==> config.mk <==
export PLATFORM = sky130hd
export DESIGN_NAME = clint_top
export DESIGN_NICKNAME = d
export VERILOG_FILES = /design/src/clint_pkg.sv /design/src/clint_top.sv /design/src/clint_regs.sv /design/src/clint_req_queue.sv /design/src/clint_decode.sv
export SDC_FILE = /design/constraint.sdc
export NUM_CORES = 1
export LEC_CHECK = 0
export ABC_AREA = 1
export BUFFER_PORTS_ARGS = -buffer_cell sky130_fd_sc_hd__buf_4
export CELL_PAD_IN_SITES_DETAIL_PLACEMENT = 1
export CELL_PAD_IN_SITES_GLOBAL_PLACEMENT = 1
export CORE_ASPECT_RATIO = 0.6
export CORE_MARGIN = 2
export CORE_UTILIZATION = 46
export CTS_CLUSTER_SIZE = 25
export DETAILED_ROUTE_END_ITERATION = 16
export PLACE_DENSITY_LB_ADDON = 0.1
export SKIP_LAST_GASP = 1
export SYNTH_ARGS = -nofsm -noshare
export SYNTH_HDL_FRONTEND = slang
export SYNTH_SLANG_ARGS = --single-unit
==> constraint.sdc <==
create_clock -name clock -period 5.77 [get_ports clock]
set_clock_uncertainty 0.1 [all_clocks]
set_input_delay 0.2885 -clock clock [delete_from_list [all_inputs] [get_ports clock]]
set_output_delay 0.2885 -clock clock [all_outputs]
set_load 0.01 [all_outputs]
==> src/clint_pkg.sv <==
package clint_pkg;

  // ====================
  // Bus widths
  // ====================
  localparam int addr_width = 16;
  localparam int data_width = 64;
  localparam int half_width = data_width / 2;

  // ====================
  // Register map
  // ====================
  localparam logic [addr_width-1:0] addr_msip     = 16'h0000;
  localparam logic [addr_width-1:0] addr_mtimecmp = 16'h4000;
  localparam logic [addr_width-1:0] addr_mtime    = 16'hBFF8;

  // Register selects carried past the decoder
  localparam int sel_width = 2;

  localparam logic [sel_width-1:0] sel_msip     = 2'd0;
  localparam logic [sel_width-1:0] sel_mtimecmp = 2'd1;
  localparam logic [sel_width-1:0] sel_mtime    = 2'd2;
  localparam logic [sel_width-1:0] sel_none     = 2'd3;  // Unmapped or misaligned

  // ====================
  // Time base prescaler
  // ====================
  localparam int tick_divide = 4;  // Clock cycles per mtime increment
  localparam int tick_width  = $clog2(tick_divide);

  localparam logic [tick_width-1:0] tick_last = tick_width'(tick_divide - 1);

  // ====================
  // Request queue
  // ====================
  localparam int queue_depth       = 4;  // Power of two so the pointers wrap
  localparam int queue_ptr_width   = $clog2(queue_depth);
  localparam int queue_count_width = $clog2(queue_depth + 1);

  localparam logic [queue_count_width-1:0] queue_full =
    queue_count_width'(queue_depth);

  // Data word seen whole or as two 32-bit halves
  typedef union packed {
    logic [data_width-1:0]      dword;
    logic [1:0][half_width-1:0] word;  // word[0] is the low half
  } clint_data_u;

endpackage
==> src/clint_top.sv <==
`timescale 1ns/1ps

module clint_top
  import clint_pkg::*;
(
  input  logic                  clock,
  input  logic                  reset,
  input  logic                  req_valid,
  output logic                  req_ready,
  input  logic                  req_store,
  input  logic                  req_size,
  input  logic [addr_width-1:0] req_addr,
  input  logic [data_width-1:0] req_wdata,
  output logic                  resp_valid,
  input  logic                  resp_ready,
  output logic [data_width-1:0] resp_rdata,
  output logic                  resp_error,
  output logic                  msip,
  output logic                  mtip,
  output logic [data_width-1:0] mtime
);

  // Decoder to queue
  logic                  dec_valid;
  logic                  dec_ready;
  logic                  dec_store;
  logic [sel_width-1:0]  dec_sel;
  logic                  dec_half;
  logic                  dec_size;
  logic [data_width-1:0] dec_wdata;

  // Queue to registers
  logic                  q_valid;
  logic                  q_ready;
  logic                  q_store;
  logic [sel_width-1:0]  q_sel;
  logic                  q_half;
  logic                  q_size;
  logic [data_width-1:0] q_wdata;

  clint_decode u_decode (
    .clock, .reset,
    .req_valid, .req_ready, .req_store, .req_size, .req_addr, .req_wdata,
    .dec_valid, .dec_ready, .dec_store, .dec_sel, .dec_half, .dec_size, .dec_wdata
  );

  clint_req_queue u_queue (
    .clock, .reset,
    .in_valid (dec_valid), .in_ready (dec_ready), .in_store (dec_store),
    .in_sel   (dec_sel),   .in_half  (dec_half),  .in_size  (dec_size),
    .in_wdata (dec_wdata),
    .out_valid (q_valid), .out_ready (q_ready), .out_store (q_store),
    .out_sel   (q_sel),   .out_half  (q_half),  .out_size  (q_size),
    .out_wdata (q_wdata)
  );

  clint_regs u_regs (
    .clock, .reset,
    .q_valid, .q_ready, .q_store, .q_sel, .q_half, .q_size, .q_wdata,
    .resp_valid, .resp_ready, .resp_rdata, .resp_error,
    .msip, .mtip, .mtime
  );

endmodule

==> src/clint_regs.sv <==
`timescale 1ns/1ps

module clint_regs
  import clint_pkg::*;
(
  input  logic                  clock,
  input  logic                  reset,
  input  logic                  q_valid,
  output logic                  q_ready,
  input  logic                  q_store,
  input  logic [sel_width-1:0]  q_sel,
  input  logic                  q_half,
  input  logic                  q_size,
  input  logic [data_width-1:0] q_wdata,
  output logic                  resp_valid,
  input  logic                  resp_ready,
  output logic [data_width-1:0] resp_rdata,
  output logic                  resp_error,
  output logic                  msip,
  output logic                  mtip,
  output logic [data_width-1:0] mtime
);

  logic [data_width-1:0] mtimecmp;
  logic [tick_width-1:0] prescale;
  logic                  tick;
  logic                  take;
  logic                  wr_en;

  clint_data_u cur_word;  // Register addressed by the queue head
  clint_data_u wr_word;
  clint_data_u merged;
  clint_data_u rd_word;

  // Next entry accepted as the held response leaves
  assign q_ready = !resp_valid || resp_ready;
  assign take    = q_valid && q_ready;
  assign wr_en   = take && q_store;
  assign tick    = prescale == tick_last;

  // ====================
  // Read and merge
  // ====================
  always_comb begin
    case (q_sel)
      sel_msip:     cur_word.dword = {{(data_width-1){1'b0}}, msip};
      sel_mtimecmp: cur_word.dword = mtimecmp;
      sel_mtime:    cur_word.dword = mtime;
      default:      cur_word.dword = '0;
    endcase

    wr_word.dword = q_wdata;

    // 32-bit write data arrives in the low half
    merged = cur_word;
    if (q_size) begin
      merged = wr_word;
    end else begin
      merged.word[q_half] = wr_word.word[0];
    end

    rd_word.dword = '0;
    if (q_size) begin
      rd_word = cur_word;
    end else begin
      rd_word.word[0] = cur_word.word[q_half];
    end
  end

  // ====================
  // Time base
  // ====================
  always_ff @(posedge clock) begin
    if (!reset) begin
      prescale <= '0;
    end else begin
      prescale <= tick ? '0 : prescale + 1'b1;
    end
  end

  always_ff @(posedge clock) begin
    if (!reset) begin
      msip     <= 1'b0;
      mtip     <= 1'b0;
      mtime    <= '0;
      mtimecmp <= '0;
    end else begin
      mtip <= mtime >= mtimecmp;
      if (wr_en && q_sel == sel_mtime) begin
        mtime <= merged.dword;  // Software write wins over the tick
      end else if (tick) begin
        mtime <= mtime + 1'b1;
      end
      if (wr_en && q_sel == sel_mtimecmp) mtimecmp <= merged.dword;
      if (wr_en && q_sel == sel_msip) msip <= merged.dword[0];
    end
  end

  // ====================
  // Response register
  // ====================
  always_ff @(posedge clock) begin
    if (!reset) begin
      resp_valid <= 1'b0;
    end else if (take) begin
      resp_valid <= 1'b1;
    end else if (resp_ready) begin
      resp_valid <= 1'b0;
    end
  end

  always_ff @(posedge clock) begin
    if (take) begin
      resp_error <= q_sel == sel_none;
      // Stores and rejected accesses return zero
      resp_rdata <= (q_store || q_sel == sel_none) ? '0 : rd_word.dword;
    end
  end

  property p_resp_hold;
    @(posedge clock) disable iff (!reset)
      resp_valid && !resp_ready |=>
        resp_valid && $stable(resp_rdata) && $stable(resp_error);
  endproperty

  assert property (p_resp_hold)
    else $error("response changed before it was taken");

endmodule

==> src/clint_req_queue.sv <==
`timescale 1ns/1ps

module clint_req_queue
  import clint_pkg::*;
(
  input  logic                  clock,
  input  logic                  reset,
  input  logic                  in_valid,
  output logic                  in_ready,
  input  logic                  in_store,
  input  logic [sel_width-1:0]  in_sel,
  input  logic                  in_half,
  input  logic                  in_size,
  input  logic [data_width-1:0] in_wdata,
  output logic                  out_valid,
  input  logic                  out_ready,
  output logic                  out_store,
  output logic [sel_width-1:0]  out_sel,
  output logic                  out_half,
  output logic                  out_size,
  output logic [data_width-1:0] out_wdata
);

  logic                  store_mem [queue_depth];
  logic [sel_width-1:0]  sel_mem   [queue_depth];
  logic                  half_mem  [queue_depth];
  logic                  size_mem  [queue_depth];
  logic [data_width-1:0] wdata_mem [queue_depth];

  logic [queue_ptr_width-1:0]   wr_ptr;
  logic [queue_ptr_width-1:0]   rd_ptr;
  logic [queue_count_width-1:0] count;
  logic                         push;
  logic                         pop;

  assign in_ready  = count != queue_full;
  assign out_valid = count != '0;
  assign push      = in_valid && in_ready;
  assign pop       = out_valid && out_ready;

  // Head entry is presented straight from storage
  assign out_store = store_mem[rd_ptr];
  assign out_sel   = sel_mem[rd_ptr];
  assign out_half  = half_mem[rd_ptr];
  assign out_size  = size_mem[rd_ptr];
  assign out_wdata = wdata_mem[rd_ptr];

  always_ff @(posedge clock) begin
    if (push) begin
      store_mem[wr_ptr] <= in_store;
      sel_mem[wr_ptr]   <= in_sel;
      half_mem[wr_ptr]  <= in_half;
      size_mem[wr_ptr]  <= in_size;
      wdata_mem[wr_ptr] <= in_wdata;
    end
  end

  // ====================
  // Pointers and count
  // ====================
  always_ff @(posedge clock) begin
    if (!reset) begin
      wr_ptr <= '0;
      rd_ptr <= '0;
      count  <= '0;
    end else begin
      if (push) wr_ptr <= wr_ptr + 1'b1;
      if (pop) rd_ptr <= rd_ptr + 1'b1;
      case ({push, pop})
        2'b10:   count <= count + 1'b1;
        2'b01:   count <= count - 1'b1;
        default: count <= count;  // Idle, or push and pop together
      endcase
    end
  end

  // Overflow or underflow of the count leaves the legal range
  assert property (@(posedge clock) disable iff (!reset)
    count <= queue_full)
    else $error("request queue count beyond its depth");

  assert property (@(posedge clock) disable iff (!reset)
    wr_ptr - rd_ptr == queue_ptr_width'(count))
    else $error("request queue pointers disagree with the count");

endmodule

==> src/clint_decode.sv <==
`timescale 1ns/1ps

module clint_decode
  import clint_pkg::*;
(
  input  logic                  clock,
  input  logic                  reset,
  input  logic                  req_valid,
  output logic                  req_ready,
  input  logic                  req_store,
  input  logic                  req_size,
  input  logic [addr_width-1:0] req_addr,
  input  logic [data_width-1:0] req_wdata,
  output logic                  dec_valid,
  input  logic                  dec_ready,
  output logic                  dec_store,
  output logic [sel_width-1:0]  dec_sel,
  output logic                  dec_half,
  output logic                  dec_size,
  output logic [data_width-1:0] dec_wdata
);

  logic                 load;
  logic                 aligned;
  logic                 hit_msip;
  logic                 hit_mtimecmp;
  logic                 hit_mtime;
  logic [sel_width-1:0] sel_next;

  // Output register refills when empty or being drained
  assign req_ready = !dec_valid || dec_ready;
  assign load      = req_valid && req_ready;

  // ====================
  // Address decode
  // ====================
  always_comb begin
    aligned = req_size ? (req_addr[2:0] == 3'b000) : (req_addr[1:0] == 2'b00);

    hit_msip     = req_addr[addr_width-1:2] == addr_msip[addr_width-1:2];
    hit_mtimecmp = req_addr[addr_width-1:3] == addr_mtimecmp[addr_width-1:3];
    hit_mtime    = req_addr[addr_width-1:3] == addr_mtime[addr_width-1:3];

    sel_next = sel_none;
    if (aligned) begin
      if (hit_msip && !req_size) begin  // msip is a 32-bit register
        sel_next = sel_msip;
      end else if (hit_mtimecmp) begin
        sel_next = sel_mtimecmp;
      end else if (hit_mtime) begin
        sel_next = sel_mtime;
      end
    end
  end

  // ====================
  // Output register
  // ====================
  always_ff @(posedge clock) begin
    if (!reset) begin
      dec_valid <= 1'b0;
    end else if (req_ready) begin
      dec_valid <= req_valid;
    end
  end

  always_ff @(posedge clock) begin
    if (load) begin
      dec_store <= req_store;
      dec_sel   <= sel_next;
      dec_half  <= req_size ? 1'b0 : req_addr[2];  // Upper word of a 64-bit register
      dec_size  <= req_size;
      dec_wdata <= req_wdata;
    end
  end

  // Stalled output keeps its request intact
  property p_dec_hold;
    @(posedge clock) disable iff (!reset)
      dec_valid && !dec_ready |=>
        dec_valid && $stable({dec_store, dec_sel, dec_half, dec_size, dec_wdata});
  endproperty

  assert property (p_dec_hold)
    else $error("decoded request changed while stalled");

endmodule

Yosys cells after proc, flatten, opt, wreduce, memory -nomap -nowiden
Memories as Yosys holds them, arrays and structs flattened. A register that Yosys moved wholly into a read port is not among the register bits.
Index checks and enable logic that the tools add are counted.
{"block": "word_totals", "regBits": 275, "mem_bits_rw": 276, "input_bits": 86, "output_inout_bits": 133, "wordCells": 97, "n_memories": 5}
{"block": "op_classes", "n_addsub": 6, "magnitude_cmp": 3, "n_eq_ne": 9, "muxes": 29, "n_bitwise": 2, "n_reduce_logical": 25}
{"memory": "u_queue.wdata_mem", "words": 4, "width": 64, "rd": 1, "rd_clocked_by_memory_dff": 1, "wr": 1, "line_no": "clint_req_queue.sv:28", "text": "logic [data_width-1:0] wdata_mem [queue_depth];"}
{"memory": "u_queue.sel_mem", "words": 4, "width": 2, "rd": 1, "rd_clocked_by_memory_dff": 1, "wr": 1, "line_no": "clint_req_queue.sv:25", "text": "logic [sel_width-1:0] sel_mem [queue_depth];"}
{"memory": "u_queue.half_mem", "words": 4, "width": 1, "rd": 1, "rd_clocked_by_memory_dff": 1, "wr": 1, "line_no": "clint_req_queue.sv:26", "text": "logic half_mem [queue_depth];"}
{"memory": "u_queue.size_mem", "words": 4, "width": 1, "rd": 1, "rd_clocked_by_memory_dff": 1, "wr": 1, "line_no": "clint_req_queue.sv:27", "text": "logic size_mem [queue_depth];"}
{"memory": "u_queue.store_mem", "words": 4, "width": 1, "rd": 1, "rd_clocked_by_memory_dff": 1, "wr": 1, "line_no": "clint_req_queue.sv:24", "text": "logic store_mem [queue_depth];"}
{"cell": "two-way mux 64 bit", "n": 3}
{"cell": "case mux 64 bit (3 select lines)", "n": 1}
{"cell": "two-way mux 32 bit", "n": 4}
{"cell": "adder 64 x 1 -> 64 bit, second input constant", "n": 1}
{"cell": "bitwise mux 64 bit", "n": 1}
{"cell": "greater-or-equal comparator 64 bit", "n": 1}
{"cell": "demux 32 bit (select 1 bit)", "n": 1}
{"cell": "two-way mux 2 bit", "n": 12}
{"cell": "zero test 14 bit", "n": 1}
{"cell": "== test 13 x 12 -> 1 bit, second input constant", "n": 1}
{"cell": "== test 13 bit, second input constant", "n": 1}
{"cell": "logical AND 1 bit", "n": 9}
{"cell": "== test 2 bit, second input constant", "n": 4}
{"cell": "adder 2 x 1 -> 2 bit, second input constant", "n": 3}
{"cell": "two-way mux 1 bit", "n": 6}
{"cell": "case mux 3 bit (2 select lines)", "n": 1}
{"cell": "nonzero test 2 bit", "n": 3}
{"cell": "== test 2 x 1 -> 1 bit, second input constant", "n": 2}
{"cell": "zero test 2 bit", "n": 2}
{"cell": "OR reduction 2 bit", "n": 2}
{"cell": "adder 3 x 1 -> 3 bit, second input constant", "n": 1}
{"cell": "zero test 1 bit", "n": 3}
{"cell": "zero test 3 bit", "n": 1}
{"cell": "logical OR 1 bit", "n": 3}
{"cell": "6 further kinds", "n": 7}

Longest topological paths before layout
{"block": "logic_depth", "word_depth": 7, "ltp_mapped": 17}

By module
Synthesis repeated with hierarchy kept, for this count alone.
{"block": "unflattened", "cells_unflattened": 2736, "hier_area_um2": 25902.3}
{"mod": "clint_regs", "instances": 1, "cells_each": 1888, "area_each_um2": 12919.9}
{"mod": "clint_req_queue", "instances": 1, "cells_each": 735, "area_each_um2": 10714.0}
{"mod": "clint_decode", "instances": 1, "cells_each": 113, "area_each_um2": 2268.4}

Worst setup path before layout
No wires, ideal clock.
{"block": "synth_timing", "path_kind": "register to register", "startpoint": "register u_queue.count[2]", "endpoint": "memory u_queue.half_mem[0], enable pin", "arrival_ns": 3.464, "setup_slack_ns": 1.709, "stages_incl_launch_ff": 4, "path_buffers": 0, "path_cell_list": "dfxtp_1 -> inv_1 -> o31ai_1 -> nor2_1"}
{"block": "synth_via", "elab_chain_cells": 4}
{"item": "from (decl)", "line_no": "clint_req_queue.sv:32", "text": "logic [queue_count_width-1:0] count;"}
{"item": "from (signal assigned)", "line_no": "clint_req_queue.sv:70", "text": "2'b10: count <= count + 1'b1;"}
{"item": "from (signal assigned)", "line_no": "clint_req_queue.sv:71", "text": "2'b01: count <= count - 1'b1;"}
{"item": "from (signal assigned)", "line_no": "clint_req_queue.sv:72", "text": "default: count <= count;"}
{"item": "inequality test 3 bit", "line_no": "clint_req_queue.sv:36", "text": "assign in_ready = count != queue_full;"}
{"item": "logical AND 1 bit", "line_no": "clint_req_queue.sv:38", "text": "assign push = in_valid && in_ready;"}
{"item": "two-way mux 1 bit", "line_no": "clint_req_queue.sv:49", "text": "if (push) begin"}
{"item": "two-way mux 1 bit (implied by the code)", "line_no": "clint_req_queue.sv:52", "text": "half_mem[wr_ptr] <= in_half;"}
{"item": "to (decl)", "line_no": "clint_req_queue.sv:26"}
Every way passes these cells.

==> impl_metrics.prom <==
# TYPE chip_impl_metric gauge
chip_impl_metric{name="antenna_left",unit=""} 0
chip_impl_info{name="unrepaired_setup_endpoints_after_global_routing",value="no"} 1
chip_impl_metric{name="drt_iter0_drc",unit=""} 1996
chip_impl_metric{name="peakVddDrop",unit="V"} 0.000492
chip_impl_metric{name="timing.fmax",unit="GHz"} 0.278
chip_impl_metric{name="setup_failing_eps_final",unit=""} 0
chip_impl_metric{name="die_area",unit="mm^2"} 0.0598
chip_impl_metric{name="cts-htree-levels",unit=""} 2
chip_impl_metric{name="num_io_pins",unit=""} 219
chip_impl_info{name="min_from",value="reset"} 1
chip_impl_metric{name="synth-seq-area-share",unit="%"} 57.1
chip_impl_metric{name="core_area",unit="mm^2"} 0.0573
chip_impl_metric{name="floorplan.die.width",unit="um"} 314
chip_impl_metric{name="postSynthCellCount",unit=""} 2968
chip_impl_info{name="synthMostInstantiatedCell",value="nand2_1"} 1
chip_impl_metric{name="layout-drive-gt1-share",unit="%"} 11.2
chip_impl_metric{name="cts_buffer_depth",unit=""} 3
chip_impl_metric{name="syn-mean-instance-area",unit="um^2"} 8.95
chip_impl_metric{name="place.port_buffers",unit=""} 218
chip_impl_metric{name="finalCritPeriodShare",unit="%"} 62.2
chip_impl_metric{name="global_route_wire_length_before_repair",unit="um"} 147000
chip_impl_metric{name="grt_start_max_net_pins",unit=""} 108
chip_impl_metric{name="ff2ff_path_depth",unit=""} 11
chip_impl_metric{name="nets_in_the_synthesized_netlist",unit=""} 3126
chip_impl_metric{name="leakage",unit="nW"} 12.3
chip_impl_metric{name="initial_antenna_violation_count",unit=""} 1
chip_impl_metric{name="routedWlPerCell",unit="um"} 24.6
chip_impl_metric{name="maxSlewHeadroom",unit="%"} 12.5
chip_impl_metric{name="synth_enable_flop_cells",unit=""} 410
chip_impl_metric{name="worst_slew_pin_slew",unit="ps"} 1300
chip_impl_metric{name="post_cts.repair.setup_buffers",unit=""} 0
chip_impl_metric{name="drt_drc_violations_left",unit=""} 0
chip_impl_metric{name="placement_rows",unit=""} 68
chip_impl_info{name="tritoncts",value="done"} 1
chip_impl_info{name="post-synth-top-area-cell",value="edfxtp_1"} 1
chip_impl_metric{name="vias_per_instance",unit=""} 5.66
chip_impl_metric{name="number_of_global_route_vias_before_repair",unit=""} 23500
chip_impl_info{name="worstHoldPathType",value="in2reg"} 1
chip_impl_metric{name="power_density",unit="mW/mm^2"} 465
chip_impl_metric{name="final_total_pwr",unit="W"} 0.0145
chip_impl_metric{name="chip_height",unit="um"} 190
chip_impl_metric{name="total_neg_setup_slack",unit="ps"} 0
chip_impl_metric{name="path_max_fanout",unit=""} 70
chip_impl_metric{name="post-place-ws",unit="ps"} 2270
chip_impl_metric{name="timing_max_transition_violations_final",unit=""} 0
chip_impl_info{name="postSynth.topFlopCell",value="edfxtp_1"} 1
chip_impl_metric{name="synth.distinct_cells",unit=""} 49
chip_impl_metric{name="post_synth_instance_area",unit="mm^2"} 0.0266
chip_impl_metric{name="total_wire_length_after_detailed_routing",unit="um"} 99100
chip_impl_info{name="synth.top_cells.by_area",value="edfxtp_1 46%, dfxtp_1 11%, nand2_1 10%"} 1
chip_impl_metric{name="yosys_register_bits",unit=""} 553
chip_impl_metric{name="finalInstanceArea",unit="mm^2"} 0.0312
chip_impl_metric{name="floorplan.initialDensity",unit="%"} 46.4
chip_impl_info{name="critical_path.endpoint_type",value="flip-flop"} 1
chip_impl_metric{name="min_delay_path_depth",unit=""} 4
chip_impl_info{name="status",value="finished clean"} 1
chip_impl_metric{name="worst_skew_pair.late_latency",unit="ps"} 650
chip_impl_info{name="cts-root-buf",value="clkbuf_16"} 1
chip_impl_metric{name="detailedPlacementHpwl",unit="um"} 67900
chip_impl_metric{name="final_hold_viol_count",unit=""} 0
chip_impl_metric{name="grt_resource_usage_total",unit="%"} 33.1
chip_impl_metric{name="final_critical_path_setup_slack",unit="ps"} 2180
chip_impl_metric{name="area.growth.synth_to_final",unit="%"} 17.3
chip_impl_metric{name="max-cap-violations",unit=""} 0
chip_impl_metric{name="period_needed",unit="ps"} 3590
chip_impl_metric{name="postSynth.asyncResetShare",unit="%"} 0
chip_impl_metric{name="post_dp_cell_area",unit="mm^2"} 0.0288
chip_impl_metric{name="clk_pin_slew",unit="ps"} 70
chip_impl_metric{name="critPathRequiredTime",unit="ps"} 6230
chip_impl_metric{name="num-nets-final",unit=""} 3372
chip_impl_metric{name="first_pass_iters",unit=""} 5
chip_impl_metric{name="place_congestion",unit=""} 0.910
chip_impl_info{name="timing_worst_setup_path_type",value="reg2reg"} 1
chip_impl_metric{name="final.fill_count",unit=""} 6613
chip_impl_metric{name="global_route_congestion_overflow_total",unit=""} 0
chip_impl_info{name="critical_path_launch_point_type",value="flip-flop"} 1
chip_impl_metric{name="ys.warnings.count",unit=""} 0
chip_impl_info{name="ys_top_cells_by_count",value="713 x nand2_1, 410 x edfxtp_1, 344 x nor2_1"} 1
chip_impl_metric{name="cts.sink_count",unit=""} 553
chip_impl_metric{name="cts_inserted_buffers",unit=""} 53
chip_impl_metric{name="worst-endpoint-arrival",unit="ps"} 4050
chip_impl_metric{name="post-synth-top-area-fraction",unit="%"} 46.3
chip_impl_metric{name="detailroute.via_count",unit=""} 22800
## worst max-delay path, cell delays in order, from the launching register on
cell and delay [ps]:
dfxtp_2 340, buf_4 670, nand3_1 190, nand2_2 120, inv_2 200, nand2_4 420, nor2_8 60, inv_2 70
nand2_1 460, a21oi_1 650, nor2_1 110, nor2_1 110
## per-stage QoR
stage	util, %	hold slack, ps	cells
floorplan	-	287	2968
CTS	54.4	201	4028
global route	54.4	238	4029
finish	54.4	233	4029
detailed placement	50.3	326	3854
global placement	50.3	319	3854
## cell usage in the layout (no fill, tap or decap), types with 3 or more instances in the layout
cell	Yosys	final
o21ai_1	22	22
clkinv_2	0	16
nand3_1	186	186
nand2_2	3	3
nand2_1	713	713
a31oi_1	26	26
nor4_1	4	4
inv_2	9	10
a21oi_1	168	168
clkbuf_16	0	54
nand3b_1	8	8
inv_1	314	312
o22ai_1	47	47
nor2_2	3	3
ha_1	71	71
clkinv_1	0	11
buf_4	14	248
nor2_1	344	340
nand4_1	21	21
and2_1	7	7
xor2_1	10	10
clkbuf_1	44	10
edfxtp_1	410	410
o21ai_0	225	225
xnor2_1	8	8
o21a_1	4	4
dfxtp_1	143	141
dlygate4sd3_1	0	75
nor2_4	4	8
o211ai_1	42	42
nor3_1	20	20
## path summary, 6_finish.rpt
| check | to | slack [ps] |
|---|---|---|
| setup / recovery | u_regs.mtime[55] | 2180 |
| hold / removal | u_regs.mtime[56] | 230 |
| setup reg to reg | u_regs.mtime[55] | 2180 |
| hold reg to reg | u_regs.prescale[0] | 330 |
## cell families after synthesis
family,after synthesis,synth area share [%]
and+or+nand+nor,1322,20.5
DFF,553,57.1
AOI/OAI and AO/OA,545,11.2
buffers and inverters,457,7.17
adders and majority gates,72,3.42
xor gates and xnor gates,18,0.593
muxes,1,0.0377
## report_power, final
part	total [W]	internal, W	switching [W]
registers	0.00544	0.00496	0.000478
clock network	0.00344	0.00182	0.00162
logic	0.00561	0.00158	0.00403
## state kept, by name (all words and copies together) (netlist names), 2 cells and up, named ones only
name                count
u_queue.rd_ptr          2
u_queue.wdata_mem     256
u_regs.resp_rdata      64
u_queue.half_mem        4
u_queue.store_mem       4
u_decode.dec_sel        2
u_regs.mtime           64
u_regs.prescale         2
u_queue.sel_mem         8
u_queue.size_mem        4
u_queue.wr_ptr          2
u_queue.count           3
u_decode.dec_wdata     64
u_regs.mtimecmp        64
## per-layer routing
layer | share of wire [%] | GRT usage (%) | wire [um] | vias to the layer above
met5 | 0 | 0 | 0 | -
met4 | 2.4 | 8.80 | 2400 | 0
met3 | 7.1 | 5.46 | 7000 | 128
met2 | 46 | 53.2 | 45300 | 816
met1 | 45 | 46.4 | 44400 | 11400
li1 | - | - | - | 10500
## final cells by class
| class | count | area, um^2 | share of cell area, % |
|---|---|---|---|
| sequential | 553 | 15200 | 48.7 |
| multi-input combinational | 1958 | 9530 | 30.6 |
| timing repair buffer | 324 | 2630 | 8.45 |
| clock buffer | 64 | 1390 | 4.46 |
| inverter | 324 | 1220 | 3.92 |
| tap | 770 | 963 | 3.09 |
| clock inverter | 35 | 250 | 0.803 |
| antenna | 1 | 2.50 | 0.00803 |
## timing repair
action,CTS,global route
endpoints found under the hold margin,78,0
gates resized for setup,0,0
hold buffers,75,0
Note: power is estimated with default switching activity, not from simulation.
